### src/design/i2c_slave_pkg.sv
// I2C slave shared definitions
`default_nettype none

package i2c_slave_pkg;

    localparam int AXI_ADDR_W = 4;

    // Register offsets
    localparam logic [AXI_ADDR_W-1:0] REG_PRIMARY   = 4'h0;
    localparam logic [AXI_ADDR_W-1:0] REG_SECONDARY = 4'h1;
    localparam logic [AXI_ADDR_W-1:0] REG_RX_DATA   = 4'h2;
    localparam logic [AXI_ADDR_W-1:0] REG_STATUS    = 4'h3;

    // Status register bits
    localparam int STAT_NOT_EMPTY = 0;
    localparam int STAT_SEC_HIT   = 1;
    localparam int STAT_OVERFLOW  = 2;

    localparam logic [1:0] RESP_OKAY = 2'b00;

    // Receive FIFO, depth must be a power of two
    localparam int FIFO_DEPTH = 8;
    localparam int FIFO_PTR_W = $clog2(FIFO_DEPTH);

    typedef logic [6:0] i2c_addr_t;

    typedef struct packed {
        i2c_addr_t addr;
        logic      rw;
    } i2c_addr_field_t;

    // First byte after START is an address field, later bytes are data
    typedef union packed {
        i2c_addr_field_t addr_view;
        logic [7:0]      data;
    } i2c_byte_u;

    typedef struct packed {
        logic       sec_hit;
        logic [7:0] data;
    } rx_item_t;

endpackage

`default_nettype wire

### src/design/i2c_rx_frontend.sv
// I2C receive front end
`default_nettype none

module i2c_rx_frontend (
    input  wire                           clk,
    input  wire                           rst,
    input  wire                           scl,
    input  wire                           sda,
    input  wire i2c_slave_pkg::i2c_addr_t primary_addr,
    input  wire i2c_slave_pkg::i2c_addr_t secondary_addr,
    input  wire                           full,
    output logic                          push,
    output i2c_slave_pkg::rx_item_t       push_item,
    output logic                          overflow,
    output logic                          sda_oe
);
    import i2c_slave_pkg::*;

    typedef struct packed {
        logic scl;
        logic sda;
    } pins_t;

    typedef enum logic [1:0] {
        ST_IDLE,
        ST_ADDR,
        ST_DATA,
        ST_ACK
    } state_t;

    pins_t      pin_meta;
    pins_t      pin_sync;
    pins_t      pin_prev;
    logic       scl_rise;
    logic       scl_fall;
    logic       start_det;
    logic       stop_det;
    logic       byte_done;
    state_t     state;
    logic [2:0] bit_cnt;
    logic [6:0] shreg;
    i2c_byte_u  rx_byte;
    logic       prim_match;
    logic       sec_match;
    logic       ack_go;
    logic       ack_phase;
    logic       sec_sel;

    // Bus idles high, so the synchroniser resets to ones
    always_ff @(posedge clk or posedge rst) begin
        if (rst) begin
            pin_meta <= '1;
            pin_sync <= '1;
            pin_prev <= '1;
        end else begin
            pin_meta <= {scl, sda};
            pin_sync <= pin_meta;
            pin_prev <= pin_sync;
        end
    end

    assign scl_rise  = pin_sync.scl && !pin_prev.scl;
    assign scl_fall  = !pin_sync.scl && pin_prev.scl;
    assign start_det = pin_sync.scl && pin_prev.scl && pin_prev.sda && !pin_sync.sda;
    assign stop_det  = pin_sync.scl && pin_prev.scl && !pin_prev.sda && pin_sync.sda;
    assign byte_done = scl_rise && (bit_cnt == 3'd7);

    // Byte as it stands including the bit sampled now
    assign rx_byte    = {shreg, pin_sync.sda};
    assign prim_match = (rx_byte.addr_view.addr == primary_addr);
    assign sec_match  = (rx_byte.addr_view.addr == secondary_addr);

    always_ff @(posedge clk) begin
        if (scl_rise && (state == ST_ADDR || state == ST_DATA)) begin
            shreg <= rx_byte.data[6:0];
        end
        if (state == ST_DATA && byte_done) begin
            push_item <= '{sec_hit: sec_sel, data: rx_byte.data};
        end
    end

    always_ff @(posedge clk or posedge rst) begin
        if (rst) begin
            state     <= ST_IDLE;
            bit_cnt   <= '0;
            ack_go    <= 1'b0;
            ack_phase <= 1'b0;
            sec_sel   <= 1'b0;
            sda_oe    <= 1'b0;
            push      <= 1'b0;
            overflow  <= 1'b0;
        end else begin
            push     <= 1'b0;
            overflow <= 1'b0;
            if (start_det) begin
                // Also covers a repeated START
                state   <= ST_ADDR;
                bit_cnt <= '0;
                sda_oe  <= 1'b0;
            end else if (stop_det) begin
                state  <= ST_IDLE;
                sda_oe <= 1'b0;
            end else begin
                case (state)
                    ST_ADDR: begin
                        if (scl_rise) begin
                            bit_cnt <= bit_cnt + 3'd1;
                        end
                        if (byte_done) begin
                            if (!rx_byte.addr_view.rw && (prim_match || sec_match)) begin
                                state     <= ST_ACK;
                                ack_go    <= 1'b1;
                                ack_phase <= 1'b0;
                                sec_sel   <= !prim_match;
                            end else begin
                                state <= ST_IDLE;
                            end
                        end
                    end
                    ST_DATA: begin
                        if (scl_rise) begin
                            bit_cnt <= bit_cnt + 3'd1;
                        end
                        if (byte_done) begin
                            state     <= ST_ACK;
                            ack_go    <= !full;
                            ack_phase <= 1'b0;
                            push      <= !full;
                            overflow  <= full;
                        end
                    end
                    ST_ACK: begin
                        // Drive from the falling edge after bit 8 to the next one
                        if (scl_fall) begin
                            if (!ack_phase) begin
                                sda_oe    <= ack_go;
                                ack_phase <= 1'b1;
                            end else begin
                                sda_oe <= 1'b0;
                                state  <= ST_DATA;
                            end
                        end
                    end
                    default: begin
                        sda_oe <= 1'b0;
                    end
                endcase
            end
        end
    end

endmodule

`default_nettype wire

### src/design/rx_fifo.sv
// Receive byte FIFO
`default_nettype none

module rx_fifo (
    input  wire                          clk,
    input  wire                          rst,
    input  wire                          push,
    input  wire i2c_slave_pkg::rx_item_t push_item,
    input  wire                          pop,
    output i2c_slave_pkg::rx_item_t      head,
    output logic                         empty,
    output logic                         full
);
    import i2c_slave_pkg::*;

    rx_item_t              mem [FIFO_DEPTH];
    logic [FIFO_PTR_W:0]   wr_ptr;
    logic [FIFO_PTR_W:0]   rd_ptr;
    logic [FIFO_PTR_W:0]   count;

    always_ff @(posedge clk) begin
        if (push) begin
            mem[wr_ptr[FIFO_PTR_W-1:0]] <= push_item;
        end
    end

    always_ff @(posedge clk or posedge rst) begin
        if (rst) begin
            wr_ptr <= '0;
            rd_ptr <= '0;
        end else begin
            if (push) begin
                wr_ptr <= wr_ptr + 1'b1;
            end
            if (pop) begin
                rd_ptr <= rd_ptr + 1'b1;
            end
        end
    end

    // Extra pointer bit tells full from empty
    assign count = wr_ptr - rd_ptr;
    assign empty = (count == '0);
    assign full  = (count == FIFO_DEPTH);
    assign head  = mem[rd_ptr[FIFO_PTR_W-1:0]];

endmodule

`default_nettype wire

### src/design/axil_regs.sv
// AXI4-Lite register block
`default_nettype none

module axil_regs (
    input  wire                                  clk,
    input  wire                                  rst,
    input  wire [i2c_slave_pkg::AXI_ADDR_W-1:0]  s_axi_awaddr,
    input  wire                                  s_axi_awvalid,
    output logic                                 s_axi_awready,
    input  wire [7:0]                            s_axi_wdata,
    input  wire [0:0]                            s_axi_wstrb,
    input  wire                                  s_axi_wvalid,
    output logic                                 s_axi_wready,
    output logic [1:0]                           s_axi_bresp,
    output logic                                 s_axi_bvalid,
    input  wire                                  s_axi_bready,
    input  wire [i2c_slave_pkg::AXI_ADDR_W-1:0]  s_axi_araddr,
    input  wire                                  s_axi_arvalid,
    output logic                                 s_axi_arready,
    output logic [7:0]                           s_axi_rdata,
    output logic [1:0]                           s_axi_rresp,
    output logic                                 s_axi_rvalid,
    input  wire                                  s_axi_rready,
    input  wire i2c_slave_pkg::rx_item_t         head,
    input  wire                                  empty,
    output logic                                 pop,
    input  wire                                  overflow,
    output i2c_slave_pkg::i2c_addr_t             primary_addr,
    output i2c_slave_pkg::i2c_addr_t             secondary_addr
);
    import i2c_slave_pkg::*;

    logic       wr_start;
    logic       wr_go;
    logic       wr_en;
    logic       rd_go;
    logic       ovf_flag;
    logic [7:0] status;
    logic [7:0] rd_value;

    // AW and W are taken together, one transfer in flight at a time
    assign wr_start = s_axi_awvalid && s_axi_wvalid && !s_axi_bvalid && !s_axi_awready;
    assign wr_go    = s_axi_awready && s_axi_wready && s_axi_awvalid && s_axi_wvalid;
    assign wr_en    = wr_go && s_axi_wstrb[0];
    assign rd_go    = s_axi_arready && s_axi_arvalid;
    assign pop      = rd_go && (s_axi_araddr == REG_RX_DATA) && !empty;

    assign s_axi_bresp = RESP_OKAY;
    assign s_axi_rresp = RESP_OKAY;

    always_ff @(posedge clk or posedge rst) begin
        if (rst) begin
            s_axi_awready <= 1'b0;
            s_axi_wready  <= 1'b0;
            s_axi_bvalid  <= 1'b0;
            s_axi_arready <= 1'b0;
            s_axi_rvalid  <= 1'b0;
        end else begin
            s_axi_awready <= wr_start;
            s_axi_wready  <= wr_start;
            if (wr_go) begin
                s_axi_bvalid <= 1'b1;
            end else if (s_axi_bready) begin
                s_axi_bvalid <= 1'b0;
            end
            s_axi_arready <= s_axi_arvalid && !s_axi_rvalid && !s_axi_arready;
            if (rd_go) begin
                s_axi_rvalid <= 1'b1;
            end else if (s_axi_rready) begin
                s_axi_rvalid <= 1'b0;
            end
        end
    end

    always_ff @(posedge clk or posedge rst) begin
        if (rst) begin
            primary_addr   <= '0;
            secondary_addr <= '0;
            ovf_flag       <= 1'b0;
        end else begin
            if (wr_en && s_axi_awaddr == REG_PRIMARY) begin
                primary_addr <= s_axi_wdata[6:0];
            end
            if (wr_en && s_axi_awaddr == REG_SECONDARY) begin
                secondary_addr <= s_axi_wdata[6:0];
            end
            // A new overflow wins over a clear in the same cycle
            if (overflow) begin
                ovf_flag <= 1'b1;
            end else if (wr_en && s_axi_awaddr == REG_STATUS) begin
                ovf_flag <= 1'b0;
            end
        end
    end

    always_comb begin
        status                 = '0;
        status[STAT_NOT_EMPTY] = !empty;
        status[STAT_SEC_HIT]   = !empty && head.sec_hit;
        status[STAT_OVERFLOW]  = ovf_flag;
    end

    always_comb begin
        case (s_axi_araddr)
            REG_PRIMARY:   rd_value = {1'b0, primary_addr};
            REG_SECONDARY: rd_value = {1'b0, secondary_addr};
            REG_RX_DATA:   rd_value = empty ? 8'h00 : head.data;
            REG_STATUS:    rd_value = status;
            default:       rd_value = 8'h00;
        endcase
    end

    // Only loaded while rvalid is low, so data holds until rready
    always_ff @(posedge clk) begin
        if (rd_go) begin
            s_axi_rdata <= rd_value;
        end
    end

endmodule

`default_nettype wire

### src/design/i2c_slave_top.sv
// I2C write slave top level
`default_nettype none

module i2c_slave_top (
    input  wire                                  clk,
    input  wire                                  rst,
    input  wire                                  scl,
    input  wire                                  sda,
    output logic                                 sda_oe,
    input  wire [i2c_slave_pkg::AXI_ADDR_W-1:0]  s_axi_awaddr,
    input  wire                                  s_axi_awvalid,
    output logic                                 s_axi_awready,
    input  wire [7:0]                            s_axi_wdata,
    input  wire [0:0]                            s_axi_wstrb,
    input  wire                                  s_axi_wvalid,
    output logic                                 s_axi_wready,
    output logic [1:0]                           s_axi_bresp,
    output logic                                 s_axi_bvalid,
    input  wire                                  s_axi_bready,
    input  wire [i2c_slave_pkg::AXI_ADDR_W-1:0]  s_axi_araddr,
    input  wire                                  s_axi_arvalid,
    output logic                                 s_axi_arready,
    output logic [7:0]                           s_axi_rdata,
    output logic [1:0]                           s_axi_rresp,
    output logic                                 s_axi_rvalid,
    input  wire                                  s_axi_rready
);
    import i2c_slave_pkg::*;

    logic      push;
    rx_item_t  push_item;
    logic      full;
    logic      overflow;
    rx_item_t  head;
    logic      empty;
    logic      pop;
    i2c_addr_t primary_addr;
    i2c_addr_t secondary_addr;

    i2c_rx_frontend u_frontend (
        .clk            (clk),
        .rst            (rst),
        .scl            (scl),
        .sda            (sda),
        .primary_addr   (primary_addr),
        .secondary_addr (secondary_addr),
        .full           (full),
        .push           (push),
        .push_item      (push_item),
        .overflow       (overflow),
        .sda_oe         (sda_oe)
    );

    rx_fifo u_fifo (
        .clk       (clk),
        .rst       (rst),
        .push      (push),
        .push_item (push_item),
        .pop       (pop),
        .head      (head),
        .empty     (empty),
        .full      (full)
    );

    axil_regs u_regs (
        .clk            (clk),
        .rst            (rst),
        .s_axi_awaddr   (s_axi_awaddr),
        .s_axi_awvalid  (s_axi_awvalid),
        .s_axi_awready  (s_axi_awready),
        .s_axi_wdata    (s_axi_wdata),
        .s_axi_wstrb    (s_axi_wstrb),
        .s_axi_wvalid   (s_axi_wvalid),
        .s_axi_wready   (s_axi_wready),
        .s_axi_bresp    (s_axi_bresp),
        .s_axi_bvalid   (s_axi_bvalid),
        .s_axi_bready   (s_axi_bready),
        .s_axi_araddr   (s_axi_araddr),
        .s_axi_arvalid  (s_axi_arvalid),
        .s_axi_arready  (s_axi_arready),
        .s_axi_rdata    (s_axi_rdata),
        .s_axi_rresp    (s_axi_rresp),
        .s_axi_rvalid   (s_axi_rvalid),
        .s_axi_rready   (s_axi_rready),
        .head           (head),
        .empty          (empty),
        .pop            (pop),
        .overflow       (overflow),
        .primary_addr   (primary_addr),
        .secondary_addr (secondary_addr)
    );

endmodule

`default_nettype wire

### config.mk
export PLATFORM = sky130hd
export DESIGN_NAME = i2c_slave_top
export DESIGN_NICKNAME = d
export VERILOG_FILES = /design/src/design/i2c_slave_pkg.sv /design/src/design/i2c_rx_frontend.sv /design/src/design/rx_fifo.sv /design/src/design/axil_regs.sv /design/src/design/i2c_slave_top.sv
export SDC_FILE = /design/constraint.sdc
export NUM_CORES = 1
export LEC_CHECK = 0
export BUFFER_PORTS_ARGS = -buffer_cell sky130_fd_sc_hd__buf_2
export CAP_MARGIN = 10
export CORE_ASPECT_RATIO = 0.9
export CORE_MARGIN = 1.5
export CORE_UTILIZATION = 25
export CTS_BUF_LIST = sky130_fd_sc_hd__clkbuf_16
export DETAILED_ROUTE_END_ITERATION = 10
export GPL_ROUTABILITY_DRIVEN = 0
export PLACE_DENSITY = 0.4
export SKIP_CTS_REPAIR_TIMING = 1
export SLEW_MARGIN = 20
export SYNTH_ARGS = -nofsm -noshare
export SYNTH_HDL_FRONTEND = slang
export SYNTH_SLANG_ARGS = --single-unit
### constraint.sdc
create_clock -name clk -period 8.3 [get_ports clk]
set_clock_uncertainty 0.2 [all_clocks]
set_input_delay 1.66 -clock clk [delete_from_list [all_inputs] [get_ports clk]]
set_output_delay 1.66 -clock clk [all_outputs]
set_load 0.005 [all_outputs]
==> flow_summary.json, run 1 <==
{
  "setup_viol": 0,
  "tightest_slew_ns": 1.035,
  "synth-compound-area-share": 0.03752,
  "rows": 53,
  "ys.flop_type": "edfxtp_1",
  "dp_slack_ns": 4.627,
  "outcome": "finished, final reports clean",
  "cts.sinks": 140,
  "netlist_instances": 376,
  "synth_fa_ha_area_frac": 0.02319,
  "post-route-min-period_ns": 3.257,
  "place_area_mm2": 0.006471,
  "p_leak_nw": 2.647,
  "synthToLayoutAreaGrowth_pct": 18.95,
  "muxShareOfSynthArea": 0.1336,
  "mostFrequentLayoutCells": "96 x edfxtp_1, 38 x buf_2, 38 x dfrtp_1",
  "viasPerCell": 4.425,
  "drtPass1Iterations": 4,
  "fin_area_mm2": 0.007061,
  "synth_xor_area_frac": 0.03394,
  "cp_data_arrival_time_ns": 3.18,
  "fin_nets": 461,
  "post-route-period-util": 0.3925,
  "cts.clk_slew.worst_paths_ns": 0.06,
  "synth_area_leaders": "edfxtp_1 49%, dfrtp_1 16%, mux4_2 6.8%, mux2i_1 2.9%, dfstp_2 2.7%",
  "dieArea_mm2": 0.02468,
  "drive_above_1_share": 0.2838,
  "via_count": 3270,
  "worstSetupEndpointType": "flip-flop",
  "clk_latency_ns": 0.42,
  "avgSynthCellArea_um2": 15.79,
  "cts-root-buf": "clkbuf_16",
  "wirelength_mm": 12.83,
  "drt_iter0_markers": 173,
  "fin_tns_setup_ns": 0,
  "critPathRequiredTime_ns": 8.22,
  "grt_pass1_wl_mm": 19.26,
  "synth-edff-count": 96,
  "dpl.hpwl_mm": 8.775,
  "drv_cap": 0,
  "fp.dieH_um": 149.2,
  "yosysTopAreaCell": "edfxtp_1",
  "synth_area_mm2": 0.005936,
  "worst_slack_ns": 5.043,
  "portBuffers": 38,
  "nFillCells": 2372,
  "grt_max_degree": 45,
  "ys_ff_latch": 140,
  "grt_overflow_total": 0,
  "drc": 0,
  "relSlewSlack": 0.3074,
  "startpoint_type": "flip-flop",
  "synth_top_area_frac": 0.4857,
  "yosysWarningCount": 0,
  "antenna_found_initial": 0,
  "finish.utilization": 0.3025,
  "core_area_mm2": 0.02334,
  "power_density_mw_per_mm2": 238.9,
  "cts_tree": "yes",
  "rsz0062_at_grt": "false",
  "async_flop_share": 0.3143,
  "clock.fmax_ghz": 0.3070,
  "final_common_cell": "edfxtp_1",
  "dieWidth_um": 165.4,
  "critPathMaxFanout": 11,
  "ant_nets": 0,
  "slew_viol_final": 0,
  "peakVddDrop_uv": 103.7,
  "grtUsageTotal": 0.1108,
  "critical_path_class": "reg2reg",
  "synth_top_family_by_area": "multiplexers",
  "cts-htree-levels": 4,
  "ys_seq_area_frac": 0.6724,
  "p_total_mw": 1.687,
  "start_util": 0.2543,
  "antenna_cells": 0,
  "cts_buffers": 17,
  "hold_viol": 0,
  "hold_path_class": "reg2reg",
  "ios": 44,
  "synthSimpleGateAreaFrac": 0.07483,
  "grt_pass1_vias": 3329,
  "clk_path_buf_depth": 2,
  "ys_types": 46,
  "routedWlPerCell_um": 17.37
}
[through the flow]
| step | hold WS (ns) | instances |
|---|---|---|
| final | 0.1552 | 739 |
| after global routing | 0.1629 | 739 |
| after CTS | 0.1552 | 739 |
| after detailed placement | 0.1468 | 707 |
| after global placement | 0.1464 | 707 |
| after floorplan | 0.1452 | 379 |
[cell families after synthesis]
logic type,after synthesis
xor gates and xnor gates,23
other,1
DFF,140
adders and majority gates,11
muxes,52
buffers and inverters,29
and+or+nand+nor,85
AOI/OAI and AO/OA,35
[worst max-delay path: stages (launching register included)]
cell     delay (ns)
dfrtp_1        0.41
inv_1          0.54
ha_1           0.38
a21oi_1        0.21
a21oi_1        0.13
nor4b_2        0.57
or2_2          0.33
o21ai_0        0.20
[synthesized netlist by cell type, types with 7 or more instances]
cell / instances
mux4_2: 18
mux2_2: 10
xor2_1: 8
mux2_4: 7
edfxtp_1: 96
nor2_1: 20
nor3_1: 8
o21ai_0: 12
mux2i_1: 17
xnor2_1: 15
dfrtp_1: 38
ha_1: 11
nand3_1: 7
nand2_1: 20
inv_1: 13
[routing by layer]
| layer | track usage | share of wire | vias to the layer above |
|---|---|---|---|
| met5 | 0 | 0 | - |
| met4 | 0.04018 | 0.014 | 0 |
| met3 | 0.03308 | 0.037 | 14 |
| met2 | 0.1596 | 0.44 | 60 |
| met1 | 0.1566 | 0.50 | 1688 |
| li1 | - | - | 1508 |
[final cells by class]
cell class              instances  area [um^2]  share of cell area
clock inverters                14        120.1             0.01701
clock buffers                  18        450.4             0.06380
well taps                     302        377.9             0.05352
multi-input cells             210         1851              0.2621
flip-flops and latches        140         3991              0.5653
repair buffers                 42        220.2             0.03119
inverters                      13        50.05            0.007088
[worst paths after layout]
check,slack [ns],cells past startpoint,end,startpoint
worst max-delay path,5.04,7,u_regs.s_axi_rdata[2],u_fifo.rd_ptr[2]
min in group asynchronous,1.17,2,u_regs.s_axi_rvalid,rst
worst min register to register,0.16,0,u_frontend.pin_sync[0],u_frontend.pin_meta[0]
max in group asynchronous,6.24,2,u_regs.primary_addr[1],rst
worst min-delay path,0.16,0,u_frontend.pin_sync[0],u_frontend.pin_meta[0]
worst max register to register,5.04,7,u_regs.s_axi_rdata[2],u_fifo.rd_ptr[2]
[where the power goes]
group          switching (mW)  internal, mW
Clock                   0.300         0.430
Combinational          0.0868        0.0873
Sequential             0.0173         0.765
[flip-flops by register name, indices dropped and copies added (netlist names), 2 cells and up]
register / cells
u_frontend.bit_cnt: 3
u_fifo.rd_ptr: 4
u_regs.secondary_addr: 7
u_frontend.pin_prev: 2
u_fifo.wr_ptr: 4
u_frontend.shreg: 7
u_fifo.mem: 72
u_frontend.push_item: 9
u_frontend.state: 2
u_regs.primary_addr: 7
u_frontend.pin_meta: 2
u_regs.s_axi_rdata: 8
u_frontend.pin_sync: 2
Note: power is estimated with default switching activity, not from simulation.
==> run 2, diff against run 1 <==
--- a/config.mk
+++ b/config.mk
@@ -13,7 +13,7 @@
 export CTS_BUF_LIST = sky130_fd_sc_hd__clkbuf_16
 export DETAILED_ROUTE_END_ITERATION = 10
 export GPL_ROUTABILITY_DRIVEN = 0
-export PLACE_DENSITY = 0.4
+export PLACE_DENSITY = 0.41
 export SKIP_CTS_REPAIR_TIMING = 1
 export SLEW_MARGIN = 20
 export SYNTH_ARGS = -nofsm -noshare
==> constraint.sdc (replaced) <==
create_clock -name clk -period 2.77 [get_ports clk]
set_clock_uncertainty 0.2 [all_clocks]
set_input_delay 0.554 -clock clk [delete_from_list [all_inputs] [get_ports clk]]
set_output_delay 0.554 -clock clk [all_outputs]
set_load 0.005 [all_outputs]
==> run 2 against run 1 <==
Against the previous run: sequential share of layout area shrank 0.63 points; routed wire length grew 0.69%; critical path depth grew 1; core utilization is 0.34 points higher; final cell count is 1.6% higher; non-clock buffer count up 12; critical path type unchanged.
==> flow_summary.json, run 2 (synthesis gave the netlist of run 1 again) <==
{
  "setup.worst_path.start": "u_fifo.rd_ptr[2]",
  "outcome": "finished, final reports clean",
  "peakVddDrop_uv": 314.0,
  "dieWidth_um": 165.4,
  "grtUsageTotal": 0.1123,
  "cts-root-buf": "clkbuf_16",
  "p_leak_nw": 2.721,
  "startpoint_type": "flip-flop",
  "worstSetupEndpointType": "flip-flop",
  "mostFrequentLayoutCells": "96 x edfxtp_1, 38 x buf_2, 38 x dfrtp_1",
  "worst-r2r-setup-slack_ns": 0.36,
  "drc": 0,
  "dieArea_mm2": 0.02468,
  "slew_viol_final": 0,
  "met1_usage": 0.1568,
  "grt_pass1_vias": 3341,
  "viasPerCell": 4.316,
  "fin_cells": 751,
  "cts_tree": "yes",
  "multi_input_area_mm2": 0.001814,
  "ant_nets": 0,
  "dpl.hpwl_mm": 8.959,
  "start_util": 0.2543,
  "ios": 44,
  "p_total_mw": 5.126,
  "reg2reg_to": "u_regs.s_axi_rdata[0]",
  "rsz0062_at_grt": "false",
  "holdWs_ns": 0.03210,
  "critPathRequiredTime_ns": 2.72,
  "rows": 53,
  "power_density_mw_per_mm2": 717.8,
  "fin_nets": 473,
  "grt_pass1_wl_mm": 19.71,
  "core_area_mm2": 0.02334,
  "final_common_cell": "edfxtp_1",
  "nFillCells": 2320,
  "antenna_cells": 0,
  "drive_above_1_share": 0.2895,
  "via_count": 3241,
  "portBuffers": 38,
  "routedWlPerCell_um": 17.21,
  "tightest_slew_ns": 0.6325,
  "critPathMaxFanout": 4,
  "relSlewSlack": 0.5739,
  "grt_most_used_layer": "met2",
  "setup_viol": 0,
  "post-route-period-util": 0.8700,
  "met2_usage": 0.1686,
  "grt_max_degree": 29,
  "clk_latency_ns": 0.42,
  "fin_tns_setup_ns": 0,
  "antenna_found_initial": 0,
  "fp.dieH_um": 149.2,
  "drv_cap": 0,
  "drtPass1Iterations": 5,
  "reg2reg_from": "u_fifo.rd_ptr[2]",
  "hold_viol": 0,
  "seqCellArea_mm2": 0.003991,
  "cts.sinks": 140,
  "grt.met3_usage": 0.03030,
  "largest_reg_flops": 72,
  "post-route-min-period_ns": 2.410,
  "clock.fmax_ghz": 0.4150,
  "dpl.cell_count": 718,
  "clk_path_buf_depth": 2,
  "critical_path_class": "reg2reg",
  "hp-start": "sda",
  "hold_path_class": "in2reg",
  "cp_data_arrival_time_ns": 2.36,
  "holdPathStages": 1,
  "synthToLayoutAreaGrowth_pct": 20.30,
  "finish.utilization": 0.3059,
  "cts-htree-levels": 4,
  "grt_overflow_total": 0,
  "wirelength_mm": 12.92,
  "drt_iter0_markers": 256,
  "hold_path_end": "u_frontend.pin_meta[0]",
  "cts_buffers": 17,
  "reg2regPathDepth": 8,
  "cts.clk_slew.worst_paths_ns": 0.06
}
## run 2: changes by cell type in the layout (fill, tap and decap cells not counted), sizes merged
cell / change
buf: +11
inv: +2
clkinv: -1
clkinvlp: -1
dlygate4sd3: +1
## run 2: power breakdown
part / internal [mW] / leakage [nW] / switching [mW]
Sequential: 2.29 / 1.47 / 0.0595
Clock: 1.31 / 0.290 / 0.932
Combinational: 0.279 / 0.966 / 0.257
Total: 3.88 / 2.72 / 1.25
## run 2: final cells by class
type                       instances  area share
sequential                       140      0.5590
tap                              302     0.05292
inverter                          13    0.006834
multi-input combinational        210      0.2541
timing repair buffer              54     0.04556
clock buffer                      18     0.06308
clock inverter                    14     0.01857
## run 2: worst max path at each step
stage	depth (start not counted)	to
final	8	u_regs.s_axi_rdata[0]
after global routing	8	u_regs.s_axi_rdata[0]
after floorplan	10	u_regs.s_axi_rdata[6]
after global placement	5	u_regs.primary_addr[5]
after detailed placement	5	u_regs.primary_addr[6]
after CTS	8	u_regs.s_axi_rdata[0]
## run 2: worst max-delay path, stage by stage, from the launching register on
cell and delay (ns):
dfrtp_1 0.39, inv_1 0.10, ha_1 0.34, a21oi_1 0.22, a21oi_1 0.12, nor4b_2 0.36, buf_4 0.20, o22a_1 0.15
o21ai_0 0.07
## run 2: metal layers
layer / wire (um) / vias up
met5: 0 / -
met4: 97 / 0
met3: 477 / 7
met2: 5992 / 60
met1: 6356 / 1637
li1: - / 1537
## run 2: per-stage QoR
| step | area [um^2] | setup slack, ns |
|---|---|---|
| floorplan | 5949 | 0.1268 |
| global placement | 6548 | 0.2599 |
| finish | 7141 | 0.3601 |
| detailed placement | 6548 | 0.2453 |
| global route | 7141 | 0.1597 |
| CTS | 7131 | 0.3605 |
==> run 3, diff against run 2 <==
--- a/config.mk
+++ b/config.mk
@@ -13,7 +13,7 @@
 export CTS_BUF_LIST = sky130_fd_sc_hd__clkbuf_16
 export DETAILED_ROUTE_END_ITERATION = 10
 export GPL_ROUTABILITY_DRIVEN = 0
-export PLACE_DENSITY = 0.41
+export PLACE_DENSITY = 0.4
 export SKIP_CTS_REPAIR_TIMING = 1
 export SLEW_MARGIN = 20
 export SYNTH_ARGS = -nofsm -noshare
==> constraint.sdc (replaced) <==
create_clock -name clk -period 2.6 [get_ports clk]
set_clock_uncertainty 0.2 [all_clocks]
set_input_delay 0.52 -clock clk [delete_from_list [all_inputs] [get_ports clk]]
set_output_delay 0.52 -clock clk [all_outputs]
set_load 0.005 [all_outputs]
==> run 3 against run 2 <==
Against the previous run: design area up 0.60%; via count up 1.7%; sequential cell count unchanged; sequential power up 7%; non-clock buffer count up 3; power up 6.3%; clock power up 6%; largest power group unchanged.
==> flow_summary.json, run 3 (synthesis gave the netlist of run 1 again) <==
{
  "setup_viol": 0,
  "reg2reg_from": "u_fifo.rd_ptr[2]",
  "viasPerCell": 4.370,
  "antenna_cells": 0,
  "grt_max_degree": 45,
  "post-route-period-util": 0.9319,
  "cp_slowest_cell": "dfrtp_1",
  "clock.fmax_ghz": 0.4127,
  "clk_path_buf_depth": 2,
  "cp_top_family": "simple AND/OR/NAND/NOR gates",
  "worstSetupEndpointType": "flip-flop",
  "cp_num_buf_inv": 2,
  "reg2regPathDepth": 8,
  "grt_pass1_wl_mm": 19.46,
  "power_density_mw_per_mm2": 758.7,
  "hold_path_end": "u_regs.s_axi_bvalid",
  "grtUsageTotal": 0.1096,
  "hold_viol": 0,
  "fin_tns_setup_ns": 0,
  "critPathRequiredTime_ns": 2.55,
  "routedWlPerCell_um": 16.78,
  "hold_path_class": "in2reg",
  "grt_pass1_vias": 3403,
  "dpl.cell_count": 719,
  "rsz0062_at_grt": "false",
  "portBuffers": 38,
  "dieWidth_um": 165.4,
  "largest_reg_flops": 72,
  "max_stage_delay_ns": 0.40,
  "startpoint_type": "flip-flop",
  "cts_buffers": 17,
  "drc": 0,
  "drtPass1Iterations": 6,
  "fin_cells": 754,
  "holdPathStages": 2,
  "start_util": 0.2543,
  "cts-root-buf": "clkbuf_16",
  "via_count": 3295,
  "mostFrequentLayoutCells": "96 x edfxtp_1, 38 x buf_2, 38 x dfrtp_1",
  "cts.sinks": 140,
  "rows": 53,
  "worst-r2r-setup-slack_ns": 0.18,
  "nFillCells": 2334,
  "outcome": "finished, final reports clean",
  "slew_viol_final": 0,
  "path_common_cell": "a21oi_1",
  "core_area_mm2": 0.02334,
  "tightest_slew_ns": 0.5589,
  "reg2reg_to": "u_regs.s_axi_rdata[0]",
  "worstPathCellList": "inv_1, ha_1, a21oi_1, a21oi_1, nor4b_2, buf_4, or2_2, o21ai_0",
  "drt_iter0_markers": 236,
  "final_common_cell": "edfxtp_1",
  "critical_path_class": "reg2reg",
  "dieArea_mm2": 0.02468,
  "relSlewSlack": 0.6235,
  "synthToLayoutAreaGrowth_pct": 21.02,
  "drive_above_1_share": 0.2898,
  "antenna_found_initial": 0,
  "drv_cap": 0,
  "grt_overflow_total": 0,
  "fp.dieH_um": 149.2,
  "clk_latency_ns": 0.41,
  "ios": 44,
  "cts_tree": "yes",
  "dpl.hpwl_mm": 8.639,
  "p_leak_nw": 2.738,
  "fin_nets": 476,
  "critPathMaxFanout": 7,
  "holdWs_ns": 0.09243,
  "peakVddDrop_uv": 321.2,
  "ant_nets": 0,
  "cts-htree-levels": 4,
  "cts.clk_slew.worst_paths_ns": 0.06,
  "cp_data_arrival_time_ns": 2.37,
  "hp-start": "s_axi_bready",
  "wirelength_mm": 12.65,
  "post-route-min-period_ns": 2.423
}
[run 3: how the worst max path moves through the flow]
| stage | start | end | slack [ns] | cells after the start |
|---|---|---|---|---|
| finish | u_fifo.rd_ptr[2] | u_regs.s_axi_rdata[0] | 0.18 | 8 |
| global route | u_fifo.rd_ptr[2] | u_regs.s_axi_rdata[0] | 0.005 | 8 |
| CTS | u_fifo.rd_ptr[2] | u_fifo.rd_ptr[1] | 0.13 | 8 |
| detailed placement | s_axi_wvalid | u_regs.primary_addr[5] | 0.1 | 5 |
| global placement | s_axi_wvalid | u_regs.primary_addr[6] | 0.10 | 5 |
| floorplan | u_fifo.rd_ptr[1] | u_regs.s_axi_rdata[6] | 0.001 | 10 |
[run 3: metal layers]
| metal | up-vias | routed length [um] | track usage |
|---|---|---|---|
| met4 | 0 | 93 | 0.04152 |
| met3 | 5 | 428 | 0.02585 |
| met2 | 64 | 5824 | 0.1651 |
| li1 | 1533 | - | - |
| met1 | 1693 | 6306 | 0.1527 |
| met5 | - | 0 | 0 |
[run 3: power by group]
part	switching, mW	internal [mW]	leakage, nW
registers	0.0637	2.44	1.47
clock network	0.974	1.39	0.289
logic	0.275	0.303	0.984
total	1.31	4.14	2.74
[run 3: area by class of cell]
type                    instances  area (um^2)  area share
clock buffers                  18        450.4     0.06271
clock inverters                14        130.1     0.01812
inverters                      13        48.80    0.006793
multi-input cells             210         1819      0.2533
flip-flops and latches        140         3991      0.5557
well taps                     302        377.9     0.05260
repair buffers                 57        365.4     0.05086
[run 3: through the flow]
| stage | setup slack (ns) | cell area [um^2] | util | power, mW |
|---|---|---|---|---|
| after floorplan | 0.001418 | 5957 | - | 2.968 |
| after global placement | 0.1045 | 6568 | 0.2814 | 3.137 |
| after detailed placement | 0.09569 | 6568 | 0.2814 | 3.143 |
| after CTS | 0.1281 | 7148 | 0.3062 | 5.540 |
| after global routing | 0.004614 | 7183 | 0.3077 | 5.706 |
| final | 0.1771 | 7183 | 0.3077 | 5.450 |
